## src/common/rom_share_pkg.sv

```systemverilog
package rom_share_pkg;

	// ==================================================
	// Bus widths
	// ==================================================
	localparam int ROM_AW = 19;
	localparam int CPU_AW = 16;
	localparam int GFX_AW = 12;
	localparam int BYTE_W = 8;
	// Configuration address counter
	localparam int CFG_AW = 13;

	// Region nibbles, sit just above the 12-bit graphics address
	localparam logic [3:0] TILE1_BASE = 4'h6;
	localparam logic [3:0] TILE2_BASE = 4'h7;
	localparam logic [3:0] OBJ1_BASE  = 4'hA;
	localparam logic [3:0] OBJ2_BASE  = 4'hB;
	localparam logic [3:0] OBJ3_BASE  = 4'hC;
	localparam logic [3:0] OBJ4_BASE  = 4'hD;

	// ==================================================
	// Slot schedule
	// ==================================================
	typedef enum logic [3:0] {
		SLOT_WAVE, SLOT_CPU, SLOT_TILE1, SLOT_TILE2,
		SLOT_OBJ1, SLOT_OBJ2, SLOT_OBJ3, SLOT_OBJ4, SLOT_IDLE
	} slot_e;
	localparam int PHASES = 16;

	// Start-up configuration copy
	localparam logic [CFG_AW-1:0] CONF_LAST = 13'h12FF;
	// Top address bit, clear for the sound table
	localparam logic       CONF_SOUND_TOP = 1'b0;
	// Codes of address bits 12..8
	localparam logic [4:0] CONF_COL0 = 5'h10;
	localparam logic [4:0] CONF_COL1 = 5'h11;
	localparam logic [4:0] CONF_VRAM = 5'h12;
	typedef enum logic [1:0] {CFG_SOUND, CFG_COL0, CFG_COL1, CFG_VRAM} cfg_target_e;

	// ==================================================
	// Wave sounds
	// ==================================================
	typedef enum logic [1:0] {WALK, JUMP, LAND, FALL} WAVE_BASE_e;
	// Walk entry gets the multi-sample offset added on top
	localparam logic [15:0] WAVE_START [4] = '{16'h0000, 16'h3000, 16'h5000, 16'h7000};
	localparam logic [15:0] WAVE_LEN   [4] = '{16'h0800, 16'h2000, 16'h2000, 16'h5000};
	// Walk and climb step pattern
	localparam logic [2:0] MSAMPLE_SEQ [7] = '{3'd1, 3'd2, 3'd1, 3'd2, 3'd0, 3'd1, 3'd0};

	// Mixer limits, 9-bit sum domain
	localparam logic [8:0] MIX_HI = 9'h17F;
	localparam logic [8:0] MIX_LO = 9'h080;

endpackage

```

## src/rom_arbiter/rom_slot_arbiter.sv

```systemverilog
`timescale 1ns/1ns

module rom_slot_arbiter import rom_share_pkg::*; (
	input  logic              W_CLK_12288M,
	input  logic              I_RESETn,
	input  logic [CPU_AW-1:0] cpu_addr,
	input  logic [GFX_AW-1:0] tile_addr,
	input  logic [GFX_AW-1:0] obj_addr,
	input  logic [ROM_AW-1:0] wave_addr,
	input  logic              cfg_active,
	input  logic [CFG_AW-1:0] cfg_addr,
	output logic [ROM_AW-1:0] rom_addr,
	input  logic [BYTE_W-1:0] rom_data,
	output logic [BYTE_W-1:0] cpu_data,
	output logic [BYTE_W-1:0] tile_data1,
	output logic [BYTE_W-1:0] tile_data2,
	output logic [BYTE_W-1:0] obj_data1,
	output logic [BYTE_W-1:0] obj_data2,
	output logic [BYTE_W-1:0] obj_data3,
	output logic [BYTE_W-1:0] obj_data4,
	output logic [BYTE_W-1:0] wave_data,
	output logic [BYTE_W-1:0] cfg_byte,
	output logic              frame_end
);

	localparam int PH_W = $clog2(PHASES);
	// Config bytes live at E000 and up
	localparam logic [2:0] CONF_REGION = 3'b111;

	logic [PH_W-1:0]   phase;
	slot_e             slot;
	slot_e             prev_slot;
	logic              cfg_slot;
	logic [ROM_AW-1:0] next_addr;

	// Swapped 2K program banks
	function automatic logic [ROM_AW-1:0] bank_remap(input logic [CPU_AW-1:0] a);
		logic [4:0] bank_in;
		logic [4:0] bank_out;
		bank_in = a[CPU_AW-1:11];
		case (bank_in)
			5'h02:   bank_out = 5'h06;
			5'h03:   bank_out = 5'h0B;
			5'h05:   bank_out = 5'h09;
			5'h06:   bank_out = 5'h02;
			5'h07:   bank_out = 5'h03;
			5'h09:   bank_out = 5'h05;
			5'h0B:   bank_out = 5'h07;
			default: bank_out = bank_in;
		endcase
		return ROM_AW'({bank_out, a[10:0]});
	endfunction

	// Region nibble on top of a graphics address
	function automatic logic [ROM_AW-1:0] region_addr(input logic [3:0] base,
		input logic [GFX_AW-1:0] a);
		return ROM_AW'({base, a});
	endfunction

	assign frame_end = (phase == PH_W'(PHASES - 1));

	// ==================================================
	// Owner of each phase
	// ==================================================
	always_comb begin
		case (phase)
			4'd0:                       slot = SLOT_WAVE;
			4'd2, 4'd5, 4'd8, 4'd11, 4'd15: slot = SLOT_CPU;
			4'd3:                       slot = SLOT_TILE1;
			4'd4:                       slot = SLOT_TILE2;
			4'd9:                       slot = SLOT_OBJ1;
			4'd10:                      slot = SLOT_OBJ2;
			4'd12:                      slot = SLOT_OBJ3;
			4'd13:                      slot = SLOT_OBJ4;
			default:                    slot = SLOT_IDLE;
		endcase
	end

	// Address of the slot owner
	always_comb begin
		case (slot)
			SLOT_WAVE:  next_addr = wave_addr;
			SLOT_CPU:   next_addr = bank_remap(cpu_addr);
			SLOT_TILE1: next_addr = region_addr(TILE1_BASE, tile_addr);
			// Loader borrows the second tile plane slot
			SLOT_TILE2: next_addr = cfg_active ? ROM_AW'({CONF_REGION, cfg_addr}) :
				region_addr(TILE2_BASE, tile_addr);
			SLOT_OBJ1:  next_addr = region_addr(OBJ1_BASE, obj_addr);
			SLOT_OBJ2:  next_addr = region_addr(OBJ2_BASE, obj_addr);
			SLOT_OBJ3:  next_addr = region_addr(OBJ3_BASE, obj_addr);
			SLOT_OBJ4:  next_addr = region_addr(OBJ4_BASE, obj_addr);
			default:    next_addr = rom_addr;
		endcase
	end

	// ==================================================
	// Address issue and data latch
	// ==================================================
	always_ff @(posedge W_CLK_12288M or negedge I_RESETn) begin
		if (!I_RESETn) begin
			phase      <= '0;
			prev_slot  <= SLOT_IDLE;
			cfg_slot   <= 1'b0;
			rom_addr   <= '0;
			cpu_data   <= '0;
			tile_data1 <= '0;
			tile_data2 <= '0;
			obj_data1  <= '0;
			obj_data2  <= '0;
			obj_data3  <= '0;
			obj_data4  <= '0;
			wave_data  <= '0;
			cfg_byte   <= '0;
		end else begin
			phase     <= frame_end ? '0 : phase + 1'b1;
			prev_slot <= slot;
			// Remember that the tile2 slot carried a config address
			cfg_slot  <= (slot == SLOT_TILE2) && cfg_active;
			rom_addr  <= next_addr;
			// ROM answers within the cycle, byte belongs to last owner
			case (prev_slot)
				SLOT_WAVE:  wave_data  <= rom_data;
				SLOT_CPU:   cpu_data   <= rom_data;
				SLOT_TILE1: tile_data1 <= rom_data;
				SLOT_TILE2: begin
					tile_data2 <= rom_data;
					if (cfg_slot)
						cfg_byte <= rom_data;
				end
				SLOT_OBJ1:  obj_data1  <= rom_data;
				SLOT_OBJ2:  obj_data2  <= rom_data;
				SLOT_OBJ3:  obj_data3  <= rom_data;
				SLOT_OBJ4:  obj_data4  <= rom_data;
				default: ;
			endcase
		end
	end

endmodule

```

## src/rtl/config_loader.sv

```systemverilog
`timescale 1ns/1ns

module config_loader import rom_share_pkg::*; #(
	parameter int CONF_COUNT = CONF_LAST + 1
) (
	input  logic              W_CLK_12288M,
	input  logic              I_RESETn,
	input  logic              frame_end,
	input  logic [BYTE_W-1:0] cfg_byte,
	output logic              cfg_active,
	output logic [CFG_AW-1:0] cfg_addr,
	output logic              cfg_we,
	output cfg_target_e       cfg_target,
	output logic              cfg_done,
	output logic [BYTE_W-1:0] cfg_wdata
);

	logic last_addr;

	assign cfg_active = ~cfg_done;
	assign last_addr  = (cfg_addr == CFG_AW'(CONF_COUNT - 1));
	// Byte for the strobe, latched once per frame by the arbiter
	assign cfg_wdata  = cfg_byte;

	// Table select from address bits 12..8
	always_comb begin
		if (cfg_addr[CFG_AW-1] == CONF_SOUND_TOP)
			cfg_target = CFG_SOUND;
		else if (cfg_addr[CFG_AW-1:8] == CONF_COL0)
			cfg_target = CFG_COL0;
		else if (cfg_addr[CFG_AW-1:8] == CONF_COL1)
			cfg_target = CFG_COL1;
		else if (cfg_addr[CFG_AW-1:8] == CONF_VRAM)
			cfg_target = CFG_VRAM;
		else
			cfg_target = CFG_SOUND;
	end

	// ==================================================
	// One write per frame
	// ==================================================
	always_ff @(posedge W_CLK_12288M or negedge I_RESETn) begin
		if (!I_RESETn) begin
			cfg_addr <= '0;
			cfg_we   <= 1'b0;
			cfg_done <= 1'b0;
		end else begin
			// Strobe right after phase 15
			cfg_we <= frame_end && !cfg_done;
			// Step the address once the strobe is out
			if (cfg_we) begin
				if (last_addr)
					cfg_done <= 1'b1;
				else
					cfg_addr <= cfg_addr + 1'b1;
			end
		end
	end

endmodule

```

## src/rtl/rom_sound_top.sv

```systemverilog
`timescale 1ns/1ns

module rom_sound_top import rom_share_pkg::*; #(
	parameter int SAMPLE_DIV = 4,
	parameter int CONF_COUNT = CONF_LAST + 1
) (
	input  logic              W_CLK_12288M,
	input  logic              I_RESETn,
	output logic [ROM_AW-1:0] rom_addr,
	input  logic [BYTE_W-1:0] rom_data,
	input  logic [CPU_AW-1:0] cpu_addr,
	output logic [BYTE_W-1:0] cpu_data,
	input  logic [GFX_AW-1:0] tile_addr,
	output logic [BYTE_W-1:0] tile_data1,
	output logic [BYTE_W-1:0] tile_data2,
	input  logic [GFX_AW-1:0] obj_addr,
	output logic [BYTE_W-1:0] obj_data1,
	output logic [BYTE_W-1:0] obj_data2,
	output logic [BYTE_W-1:0] obj_data3,
	output logic [BYTE_W-1:0] obj_data4,
	input  logic [3:0]        sound_trig,
	input  logic              walk_alt,
	input  logic [BYTE_W-1:0] digital_data,
	output logic [BYTE_W-1:0] sound_out,
	output logic [CFG_AW-1:0] cfg_addr,
	output logic              cfg_we,
	output cfg_target_e       cfg_target,
	output logic              cfg_done
);

	logic [ROM_AW-1:0] wave_addr;
	logic [BYTE_W-1:0] wave_data;
	logic              playing;
	logic              cfg_active;
	logic [BYTE_W-1:0] cfg_byte;
	logic              frame_end;

	// ==================================================
	// Shared ROM bus
	// ==================================================
	rom_slot_arbiter rom_slot_arbiter_i (
		.W_CLK_12288M (W_CLK_12288M),
		.I_RESETn     (I_RESETn),
		.cpu_addr     (cpu_addr),
		.tile_addr    (tile_addr),
		.obj_addr     (obj_addr),
		.wave_addr    (wave_addr),
		.cfg_active   (cfg_active),
		.cfg_addr     (cfg_addr),
		.rom_addr     (rom_addr),
		.rom_data     (rom_data),
		.cpu_data     (cpu_data),
		.tile_data1   (tile_data1),
		.tile_data2   (tile_data2),
		.obj_data1    (obj_data1),
		.obj_data2    (obj_data2),
		.obj_data3    (obj_data3),
		.obj_data4    (obj_data4),
		.wave_data    (wave_data),
		.cfg_byte     (cfg_byte),
		.frame_end    (frame_end)
	);

	// Start-up table copy
	config_loader #(
		.CONF_COUNT (CONF_COUNT)
	) config_loader_i (
		.W_CLK_12288M (W_CLK_12288M),
		.I_RESETn     (I_RESETn),
		.frame_end    (frame_end),
		.cfg_byte     (cfg_byte),
		.cfg_active   (cfg_active),
		.cfg_addr     (cfg_addr),
		.cfg_we       (cfg_we),
		.cfg_target   (cfg_target),
		.cfg_done     (cfg_done),
		.cfg_wdata    ()
	);

	// Sound path
	wave_sample_player #(
		.SAMPLE_DIV (SAMPLE_DIV)
	) wave_sample_player_i (
		.W_CLK_12288M (W_CLK_12288M),
		.I_RESETn     (I_RESETn),
		.sound_trig   (sound_trig),
		.walk_alt     (walk_alt),
		.wave_addr    (wave_addr),
		.playing      (playing)
	);

	sound_mixer sound_mixer_i (
		.W_CLK_12288M (W_CLK_12288M),
		.I_RESETn     (I_RESETn),
		.wave_data    (wave_data),
		.digital_data (digital_data),
		.playing      (playing),
		.sound_out    (sound_out)
	);

endmodule

```

## src/sound/sound_mixer.sv

```systemverilog
`timescale 1ns/1ns

module sound_mixer import rom_share_pkg::*; (
	input  logic              W_CLK_12288M,
	input  logic              I_RESETn,
	input  logic [BYTE_W-1:0] wave_data,
	input  logic [BYTE_W-1:0] digital_data,
	input  logic              playing,
	output logic [BYTE_W-1:0] sound_out
);

	// Unsigned midpoint, silence for the wave channel
	localparam logic [BYTE_W-1:0] SILENCE = 8'h80;

	logic [BYTE_W-1:0] wave_in;
	logic [BYTE_W:0]   sound_mix;
	logic [BYTE_W:0]   mix_shift;

	assign wave_in   = playing ? wave_data : SILENCE;
	// Both inputs offset binary, sum is 9 bits
	assign sound_mix = {1'b0, wave_in} + {1'b0, digital_data};
	// Remove one midpoint
	assign mix_shift = sound_mix - MIX_LO;

	// ==================================================
	// Limiter
	// ==================================================
	always_ff @(posedge W_CLK_12288M or negedge I_RESETn) begin
		if (!I_RESETn) begin
			sound_out <= '0;
		end else begin
			if (sound_mix >= MIX_HI)
				// Top clip
				sound_out <= '1;
			else if (sound_mix <= MIX_LO)
				// Bottom clip
				sound_out <= '0;
			else
				sound_out <= mix_shift[BYTE_W-1:0];
		end
	end

endmodule

```

## src/sound/wave_sample_player.sv

```systemverilog
`timescale 1ns/1ns

module wave_sample_player import rom_share_pkg::*; #(
	parameter int SAMPLE_DIV = 4
) (
	input  logic              W_CLK_12288M,
	input  logic              I_RESETn,
	input  logic [3:0]        sound_trig,
	input  logic              walk_alt,
	output logic [ROM_AW-1:0] wave_addr,
	output logic              playing
);

	localparam int DIV_W = $clog2(SAMPLE_DIV + 1);

	logic [3:0]       trig_d;
	logic [3:0]       trig_rise;
	logic [2:0]       seq_idx;
	logic [2:0]       walk_slot;
	WAVE_BASE_e       start_snd;
	WAVE_BASE_e       cur_snd;
	logic [15:0]      start_addr;
	logic [15:0]      samp_addr;
	logic [15:0]      samp_left;
	logic [DIV_W-1:0] div_cnt;
	logic             sample_tick;

	assign trig_rise   = sound_trig & ~trig_d;
	assign sample_tick = (div_cnt == DIV_W'(SAMPLE_DIV - 1));
	// Climb samples sit three slots past the walk ones
	assign walk_slot   = walk_alt ? MSAMPLE_SEQ[seq_idx] : MSAMPLE_SEQ[seq_idx] + 3'd3;
	assign wave_addr   = ROM_AW'(samp_addr);

	// ==================================================
	// Start selection
	// ==================================================
	always_comb begin
		// Fall wins over land, land over jump
		if (trig_rise[FALL])
			start_snd = FALL;
		else if (trig_rise[LAND])
			start_snd = LAND;
		else if (trig_rise[JUMP])
			start_snd = JUMP;
		else
			start_snd = WALK;
		start_addr = WAVE_START[start_snd];
		// Walk start is slot times 2K
		if (start_snd == WALK)
			start_addr = start_addr + {2'b00, walk_slot, 11'h000};
	end

	always_ff @(posedge W_CLK_12288M or negedge I_RESETn) begin
		if (!I_RESETn) begin
			trig_d    <= '0;
			seq_idx   <= '0;
			cur_snd   <= WALK;
			samp_addr <= '0;
			samp_left <= '0;
			div_cnt   <= '0;
			playing   <= 1'b0;
		end else begin
			trig_d <= sound_trig;
			// Seven-step multi-sample pattern
			if (trig_rise[WALK])
				seq_idx <= (seq_idx == 3'd6) ? 3'd0 : seq_idx + 3'd1;
			if (|trig_rise) begin
				cur_snd   <= start_snd;
				samp_addr <= start_addr;
				samp_left <= WAVE_LEN[start_snd];
				div_cnt   <= '0;
				playing   <= 1'b1;
			end else if (playing && cur_snd == FALL && !sound_trig[FALL]) begin
				// Fall is cut as soon as the trigger goes away
				playing <= 1'b0;
			end else if (playing) begin
				if (sample_tick) begin
					div_cnt <= '0;
					if (samp_left == 16'd1) begin
						playing <= 1'b0;
					end else begin
						samp_addr <= samp_addr + 16'd1;
						samp_left <= samp_left - 16'd1;
					end
				end else begin
					div_cnt <= div_cnt + 1'b1;
				end
			end
		end
	end

endmodule
```

## config.mk

```make
export PLATFORM = sky130hd
export DESIGN_NAME = rom_sound_top
export DESIGN_NICKNAME = d
export VERILOG_FILES = /design/src/common/rom_share_pkg.sv /design/src/rom_arbiter/rom_slot_arbiter.sv /design/src/rtl/config_loader.sv /design/src/rtl/rom_sound_top.sv /design/src/sound/sound_mixer.sv /design/src/sound/wave_sample_player.sv
export SDC_FILE = /design/constraint.sdc
export NUM_CORES = 1
export LEC_CHECK = 0
export BUFFER_PORTS_ARGS = -buffer_cell sky130_fd_sc_hd__buf_4
export CAP_MARGIN = 20
export CORE_ASPECT_RATIO = 1.4
export CORE_MARGIN = 3
export CORE_UTILIZATION = 50
export DETAILED_ROUTE_END_ITERATION = 6
export PLACE_DENSITY = 0.72
export SLEW_MARGIN = 10
export SYNTH_ARGS = -nofsm -noshare
export SYNTH_HDL_FRONTEND = slang
export SYNTH_SLANG_ARGS = --single-unit
```

## constraint.sdc

```tcl
create_clock -name W_CLK_12288M -period 8 [get_ports W_CLK_12288M]
set_input_delay 0.4 -clock W_CLK_12288M [delete_from_list [all_inputs] [get_ports W_CLK_12288M]]
set_output_delay 0.4 -clock W_CLK_12288M [all_outputs]
set_load 0.005 [all_outputs]
```

Word-level counts from Yosys, hierarchy flattened
Memory sizes are Yosys's and may differ from the RTL's.
Index checks and enable logic that the tools add are counted.

storage, ports and cells
  flip-flop bits (word level) = 159
  memory bits (read-only) = 88
  input bits = 63
  output and inout bits = 100
  word-level logic and storage cells = 135
  memories kept = 2

memory list
  name              depth  bits a word  rd ports  clocked after memory_dff  write ports  line                      source
  (name not given)  16     4            1         0                         0            rom_slot_arbiter.sv:66    case (phase)
  (name not given)  8      3            1         0                         0            wave_sample_player.sv:31  assign walk_slot = walk_alt ? MSAMPLE_SEQ[seq_idx] : MSAMPLE_SEQ[seq_idx] + 3'd3;

cells by class
  $add $sub $neg = 10
  magnitude comparators = 4
  equal/unequal tests = 32
  mux-type cells = 44
  bitwise logic cells = 5
  reductions and logical operators = 16

operator list
  cell                     count
  $mux W16                 16
  $pmux W19 S8             1
  $bmux W16 S2             2
  $pmux W5 S7              1
  $eq A4 B3 Y1 const B     8
  $mux W3                  8
  $mux W8                  3
  $add A16 B1 Y16 const B  1
  $add A16 B14 Y16         1
  $eq A16 B1 Y1 const B    1
  $eq A4 B2 Y1 const B     4
  $sub A16 B1 Y16 const B  1
  $eq A5 B3 Y1 const B     3
  $eq A5 B5 Y1 const B     3
  $add A13 B1 Y13 const B  1
  $eq A13 B13 Y1 const B   1
  $mux W2                  6
  $eq A5 B2 Y1 const B     2
  $eq A5 B4 Y1 const B     2
  $add A8 B8 Y9            1
  $ge A9 B9 Y1 const B     1
  $le A9 B8 Y1 const B     1
  $eq A4 B1 Y1 const B     2
  $logic_not A4 Y1         2
  26 further kinds         39

Longest topological paths before layout
Gate-level depths: netlist of run 1.

  depth after elaboration = 12
  mapped depth = 11
  gate-level depth less buffers = 11

By module
Synthesis of run 1 repeated with hierarchy kept, for this count alone.

second synthesis, totals
  cell total of the unflattened synthesis = 792
  area total of the unflattened synthesis = 8822.2 sq um

by module, submodules not included
  module              times used  cells an instance  area an instance (sq um)  seq. area each (sq um)
  rom_slot_arbiter    1           361                4664.5                    2503.7
  wave_sample_player  1           268                2512.4                    1126.1
  config_loader       1           84                 864.6                     375.4
  sound_mixer         1           79                 780.7                     200.2

Worst setup path after synthesis of run 1
Ideal clock, no wire load.

  kind = flip-flop to flip-flop
  from = register wave_sample_player_i.playing
  to = register sound_mixer_i.sound_out[5]
  library setup time = 65 ps
  arrival = 2490 ps
  data required time = 7935 ps
  path slack = 5445 ps
  stages on the path, launching flop included = 11
  buffers on the path = 2
  period minus slack after synthesis = 2555 ps
  cells stage by stage = dfrtp_1 > clkbuf_1 > and2_1 > ha_1 > and2_1 > a221oi_1 > nand2_1 > o311ai_0 > and2_1 > clkbuf_1 > o21a_1

on the way
  word-level cells in the longest chain between the ends = 5
  elaborated cells on any way between the ends = 7
  those cells by class = add/sub (2); order compare (2); mux (3)

RTL lines
  what                                           line                                  source
  from (decl)                                    wave_sample_player.sv:11              output logic playing
  from (signal assigned)                         wave_sample_player.sv:61              playing <= 1'b0;
  from (signal assigned)                         wave_sample_player.sv:72              playing <= 1'b1;
  from (signal assigned)                         wave_sample_player.sv:75              playing <= 1'b0;
  $mux W8 *                                      sound_mixer.sv:19                     assign wave_in = playing ? wave_data : SILENCE;
  $add A8 B8 Y9 *                                sound_mixer.sv:21                     assign sound_mix = {1'b0, wave_in} + {1'b0, digital_data};
  $sub A8 B8 Y8 or $le A9 B8 Y1 (tied branches)  sound_mixer.sv:23, sound_mixer.sv:35
  $mux W8                                        sound_mixer.sv:35                     else if (sound_mix <= MIX_LO)
  $mux W8 *                                      sound_mixer.sv:32                     if (sound_mix >= MIX_HI)
  to (signal assigned)                           sound_mixer.sv:39                     sound_out <= mix_shift[BYTE_W-1:0];
  to (decl)                                      sound_mixer.sv:9                      output logic [BYTE_W-1:0] sound_out

Mark *: on every way between the ends. The rest lies on a longest branch, timed or not.
A chain may end at the register's enable or synchronous reset.

Final worst setup path of run 1
  from = register rom_slot_arbiter_i.phase[0]
  to = register rom_slot_arbiter_i.rom_addr[7]

on the way
  word-level cells in the longest chain between the ends = 3
  elaborated cells on any way between the ends = 11
  those cells by class = eq/ne (7); mux (1); reduce/logical (2); memory (1)

RTL lines
  what                                                line                     source
  from (decl)                                         rom_slot_arbiter.sv:30   logic [PH_W-1:0] phase;
  from (signal assigned)                              rom_slot_arbiter.sv:115  phase <= frame_end ? '0 : phase + 1'b1;
  $mem_v2 Z16 W4 *                                    -
  $eq A4 B3 Y1 (tied with other cells)                rom_slot_arbiter.sv:81   case (slot)
  $pmux W19 S8 or $reduce_bool A8 Y1 (tied branches)  -
  to (signal assigned)                                rom_slot_arbiter.sv:119  rom_addr <= next_addr;
  to (decl)                                           rom_slot_arbiter.sv:12   output logic [ROM_AW-1:0] rom_addr,

Mark *: on every way between the ends. The rest lies on a longest branch, timed or not. The select of a mux whose other input is x is not followed.

==> results.json, run 1 <==
{
  "status": "complete, no violations",
  "die_y_um": 154,
  "crit_fanout": 7,
  "postCtsSetupBuffers": 0,
  "num_rows": 53,
  "cts_resized": 0,
  "ff2ff_path_depth": 9,
  "cap_violations": 0,
  "core_area_sq_um": 15100,
  "worstSetupPathType": "register to register",
  "fin_setup_tns_ns": 0,
  "clkSlewWorstSetupHoldPaths_ns": 0.07,
  "required_ns": 8.32,
  "crit_path_start_kind": "register",
  "cts_sinks": 156,
  "num_vias": 5960,
  "yosys-top-cells-count": "dfrtp_1 (155), mux2_2 (66), nor2_1 (44)",
  "reg2reg_slack_ns": 5.16,
  "grt_max_degree": 106,
  "slew_headroom_pct": 28.8,
  "grt_usage_pct": 23.2,
  "synth_area_sq_um": 7770,
  "gr-max-usage-layer": "met2",
  "worst_setup_path_end_kind": "register",
  "fin_hold_ws_ns": 0.0687,
  "dr.pass1.iters": 4,
  "drc": 0,
  "grt_first_pass_wirelength_mm": 32.0,
  "yosysWarnings": 0,
  "fmax_ghz": 0.352,
  "area_growth_pct": 26.0,
  "hold_violations": 0,
  "place_congestion": 0.893,
  "synthCells": 704,
  "top_level_ports": 163,
  "numCtsBuffers": 17,
  "cp.arrival_ns": 3.16,
  "reg2reg_from": "rom_slot_arbiter_i.phase[0]",
  "drt-initial-drc-count": 352,
  "synth-async-reset-ratio_pct": 100,
  "ant_nets": 0,
  "yosysUniqueCellTypes": 59,
  "synthFlopType": "dfrtp_1",
  "clockBufferDepth": 2,
  "root_buffer": "clkbuf_16",
  "h-tree-depth": 4,
  "syn_avg_cell_area_sq_um": 11.0,
  "grt_overflow": 0,
  "multi_input_area_sq_um": 3650,
  "synth-seq-cells": 156,
  "maxSlewViolCount": 0,
  "skew_ns": 0.0132,
  "io_buffer_count": 159,
  "hold_path.class": "primary input to asynchronous set/reset pin",
  "pre_cts_ws_ns": 5.18,
  "power.density_nw_per_um2": 201,
  "fin_crit_ns": 2.84,
  "diodes": 0,
  "nets": 949,
  "synth_top_area_share_pct": 49.9,
  "dieWidth_um": 111,
  "cts_tree": "built",
  "grt_pass1_vias": 6286,
  "yosysMostFrequentCell": "dfrtp_1",
  "peakVddDrop_v": 0.000124,
  "register_area_sq_um": 3910,
  "drive_gt1_share_pct": 32.0,
  "met1_usage_pct": 26.6,
  "antenna_found_initial": 0,
  "worstMarginPinSlew_ns": 1.07,
  "rsz0062_at_grt": "false",
  "use_met2_pct": 42.9,
  "setup_ws_ns": 5.16,
  "die_area_sq_um": 17100,
  "dp_hpwl_mm": 14.1,
  "wl_per_cell_um": 18.2,
  "synth_enable_flop_cells": 0,
  "setup_violations": 0,
  "fillerInstances": 1192,
  "gr-usage-met3_pct": 4.80,
  "ys_top_cells_by_area": "dfrtp_1 (50%), mux2_2 (9.6%), ha_1 (3.7%)",
  "seq_area_frac_synth_pct": 50.2,
  "period_share_pct": 35.5,
  "start_util_pct": 51.4,
  "cts_hold_buf": 0,
  "timing.rr.end": "rom_slot_arbiter_i.rom_addr[7]",
  "clock_latency_ns": 0.43,
  "routed_wl_mm": 19.4,
  "drt-vias-per-instance": 5.59,
  "synth_area_leader_cell": "dfrtp_1",
  "power.leakage_nw": 4.65
}
[routing by layer]
| layer | wire length (um) | vias to the layer above |
|---|---|---|
| met1 | 7750 | 2976 |
| met4 | 267 | 0 |
| met5 | 0 | - |
| li1 | - | 2788 |
| met2 | 10400 | 176 |
| met3 | 986 | 20 |
[placed cells by master (no fill, tap or decap), drive strengths merged, types with 18 or more instances in the layout]
cell,n
mux2,66
ha,23
xor2,25
mux2i,18
nor2,44
inv,39
o21ai,32
a21o,21
buf,167
xnor2,20
nand3,20
dfrtp,155
a21oi,22
nand2,37
[area by class of cell]
type                    count  area share, %
repair buffers            167           13.0
clock buffers              17           4.34
well taps                 192           2.45
clock inverters            15           1.88
multi-input cells         488           37.3
flip-flops and latches    156           39.9
inverters                  32           1.23
[critical path, cell delays in order, from the launching register on]
cell and delay, ns:
dfrtp_1 0.45, inv_1 0.16, ha_1 0.22, inv_1 0.07, mux4_2 0.54, nor2_1 0.60, buf_6 0.23, mux2i_1 0.18
o21ai_0 0.09, a21o_1 0.19
[registers in the layout, summed over array words and instances (netlist names), 13 cells and up]
name                            flops
rom_slot_arbiter_i.rom_addr        16
wave_sample_player_i.samp_addr     16
wave_sample_player_i.samp_left     16
config_loader_i.cfg_addr           13
[per-stage QoR]
stage / cell area, sq um / util, % / instances / power [W]
2_1_floorplan: 7780 / - / 706 / 0.00104
3_3_place_gp: 9150 / 60.5 / 1033 / 0.00116
3_5_place_dp: 9170 / 60.6 / 1034 / 0.00118
4_1_cts: 9780 / 64.7 / 1066 / 0.00199
5_1_grt: 9790 / 64.8 / 1067 / 0.00206
6_report: 9790 / 64.8 / 1067 / 0.00197
[kinds of logic after synthesis]
| kind of cell | after synthesis | share of synthesized area (%) |
|---|---|---|
| compound gates | 134 | 11.8 |
| other cells | 1 | 0.0482 |
| mux | 85 | 12.2 |
| buf+inv | 62 | 3.19 |
| fa+ha+maj | 25 | 4.09 |
| simple gates | 196 | 13.4 |
| xor+xnor | 45 | 5.07 |
| flops | 156 | 50.2 |
[power by group]
part	switching (W)	internal, W	total [W]
Combinational	0.000138	0.000145	0.000283
Clock	0.000383	0.000426	0.000809
Sequential	0.0000371	0.000842	0.000879
Total	0.000558	0.00141	0.00197
[worst max-delay path by stage]
stage,startpoint,endpoint,slack (ns),cells past startpoint
5_1_grt,rom_slot_arbiter_i.phase[1],rom_slot_arbiter_i.rom_addr[8],4.88,7
3_3_place_gp,rom_slot_arbiter_i.phase[0],rom_slot_arbiter_i.rom_addr[3],5.08,8
3_5_place_dp,rom_slot_arbiter_i.phase[0],rom_slot_arbiter_i.rom_addr[7],5.18,9
4_1_cts,rom_slot_arbiter_i.phase[0],rom_slot_arbiter_i.rom_addr[7],5.17,9
6_report,rom_slot_arbiter_i.phase[0],rom_slot_arbiter_i.rom_addr[7],5.16,9
2_1_floorplan,wave_sample_player_i.playing,sound_mixer_i.sound_out[5],5.45,10
Note: power is estimated with default switching activity, not from simulation.
==> run 2: changes to the inputs <==
- clock period: 8 -> 2.75 ns (I/O delays scaled with it)
==> run 2 against run 1 <==
  * Count of clock-buffer cells in the layout is the same
  * Setup slack worse by 5.1 ns
  * Clock power rose to 2.9 times the previous value
  * Clock skew up 0.0015 ns
  * Core utilization is 0.71 points higher
  * Register-to-register slack worse by 5.1 ns
  * Total power rose to 2.9 times the previous value
  * Maximum frequency up 7.3%
  * Combinational power grew to 3.0 times the previous value
  * Non-clock buffer count grew 15
  * Largest cell class unchanged
  * Largest power group unchanged
==> results.json, run 2 (synthesis results as in run 1) <==
{
  "crit_buf_inv": 0,
  "cap_violations": 0,
  "reg_top3": "rom_slot_arbiter_i.rom_addr (16), wave_sample_player_i.samp_addr (16), wave_sample_player_i.samp_left (16)",
  "crit_path_start_kind": "register",
  "ff2ff_path_depth": 9,
  "num_vias": 6041,
  "drt-vias-per-instance": 5.58,
  "ant_nets": 0,
  "period_share_pct": 96.4,
  "critPathSlowestCell": "dfrtp_2",
  "clockBufferDepth": 2,
  "cp.arrival_ns": 2.95,
  "setup_ws_ns": 0.0990,
  "cts_tree": "built",
  "top_level_ports": 163,
  "numCtsBuffers": 17,
  "clock_latency_ns": 0.42,
  "hold_depth": 2,
  "drt-initial-drc-count": 265,
  "postCtsSetupBuffers": 0,
  "core_area_sq_um": 15100,
  "final_common_cell": "buf_4",
  "reg2reg_from": "wave_sample_player_i.playing",
  "worstSetupStartpoint": "wave_sample_player_i.playing",
  "antenna_found_initial": 0,
  "crit_family": "compound AO/OA/AOI/OAI gates",
  "grt_overflow": 0,
  "power.density_nw_per_um2": 577,
  "fin_crit_ns": 2.65,
  "pre_cts_ws_ns": 0.105,
  "critPathMostFrequentCell": "o21bai_1",
  "wl_per_cell_um": 17.6,
  "power.leakage_nw": 4.70,
  "peakVddDrop_v": 0.000340,
  "clkSlewWorstSetupHoldPaths_ns": 0.07,
  "dp_hpwl_mm": 14.2,
  "io_buffer_count": 159,
  "h-tree-depth": 4,
  "grt_max_degree": 82,
  "num_rows": 53,
  "hold_violations": 0,
  "cts_sinks": 156,
  "skew_ns": 0.0148,
  "diodes": 0,
  "grt_usage_pct": 22.4,
  "place_congestion": 0.870,
  "drc": 0,
  "crit_fanout": 11,
  "nets": 964,
  "reg2reg_slack_ns": 0.1,
  "cpPeakStageDelay_ns": 0.46,
  "path_cells": "and2_1 -> ha_1 -> fa_1 -> a211oi_2 -> o21bai_1 -> nor3_1 -> o21bai_1 -> or2_2 -> a21o_1",
  "setup_violations": 0,
  "hold_end": "rom_slot_arbiter_i.obj_data3[7]",
  "worst_setup_path_end_kind": "register",
  "most-common-layout-cells": "buf_4 (175), dfrtp_1 (154), mux2_2 (66), nor2_1 (44), nand2_1 (37)",
  "die_area_sq_um": 17100,
  "grt_pass1_vias": 6192,
  "area_growth_pct": 27.3,
  "root_buffer": "clkbuf_16",
  "worstMarginPinSlew_ns": 0.966,
  "dr.pass1.iters": 4,
  "hold_path_startpoint": "rom_data[7]",
  "fin_total_pwr_w": 0.00571,
  "hold_path.class": "primary input to register",
  "fmax_ghz": 0.377,
  "start_util_pct": 51.4,
  "slew_headroom_pct": 35.1,
  "routed_wl_mm": 19.0,
  "die_y_um": 154,
  "maxSlewViolCount": 0,
  "status": "complete, no violations",
  "worstSetupPathType": "register to register",
  "dieWidth_um": 111,
  "timing.rr.end": "sound_mixer_i.sound_out[1]",
  "grt_first_pass_wirelength_mm": 31.1,
  "drive_gt1_share_pct": 32.6,
  "required_ns": 3.05
}
[run 2: how the worst max path moves through the flow]
stage | to | slack, ns | depth (start not counted)
floorplan | sound_mixer_i.sound_out[5] | 0.20 | 10
global placement | sound_mixer_i.sound_out[5] | 0.19 | 8
detailed placement | sound_mixer_i.sound_out[5] | 0.11 | 8
CTS | sound_mixer_i.sound_out[5] | 0.09 | 8
global route | sound_mixer_i.sound_out[1] | -0.04 | 9
finish | sound_mixer_i.sound_out[1] | 0.1 | 9
[run 2: per-layer routing]
| layer | vias to the layer above | track usage (%) | wire (um) |
|---|---|---|---|
| met2 | 184 | 40.8 | 10100 |
| met3 | 26 | 5.12 | 1030 |
| met1 | 2991 | 26.5 | 7590 |
| met5 | - | 0 | 0 |
| met4 | 0 | 5.86 | 285 |
| li1 | 2840 | - | - |
[run 2: per-stage QoR]
| step | utilization (%) | setup TNS, ns | cell area (sq um) | cells | hold WS (ns) |
|---|---|---|---|---|---|
| finish | 65.5 | 0 | 9900 | 1082 | 0.0203 |
| global route | 65.5 | -0.0793 | 9900 | 1082 | 0.0141 |
| CTS | 65.4 | 0 | 9890 | 1082 | 0.0117 |
| detailed placement | 61.2 | 0 | 9250 | 1045 | 0.230 |
| global placement | 61.2 | 0 | 9250 | 1045 | 0.223 |
| floorplan | - | 0 | 7780 | 706 | -0.158 |
[run 2: timing repair]
item / in CTS / in global routing
hold endpoints to repair: 83 / 0
hold buffers: 5 / 0
gates resized for setup: 0 / 3
setup endpoints to repair: 0 / 6
[run 2: cell type report]
type | count | area, sq um
multi-input cells | 488 | 3640
inverters | 32 | 120
repair buffers | 182 | 1400
well taps | 192 | 240
flip-flops and latches | 156 | 3910
clock buffers | 17 | 425
clock inverters | 15 | 169
fillers | 1183 | 5220
[run 2: report_power, final]
| part | switching [W] | internal, W | total [W] | leakage (nW) |
|---|---|---|---|---|
| registers | 0.000108 | 0.00245 | 0.00256 | 1.94 |
| clock network | 0.00109 | 0.00123 | 0.00231 | 0.286 |
| logic | 0.000409 | 0.000434 | 0.000842 | 2.47 |
| total | 0.00160 | 0.00411 | 0.00571 | 4.70 |
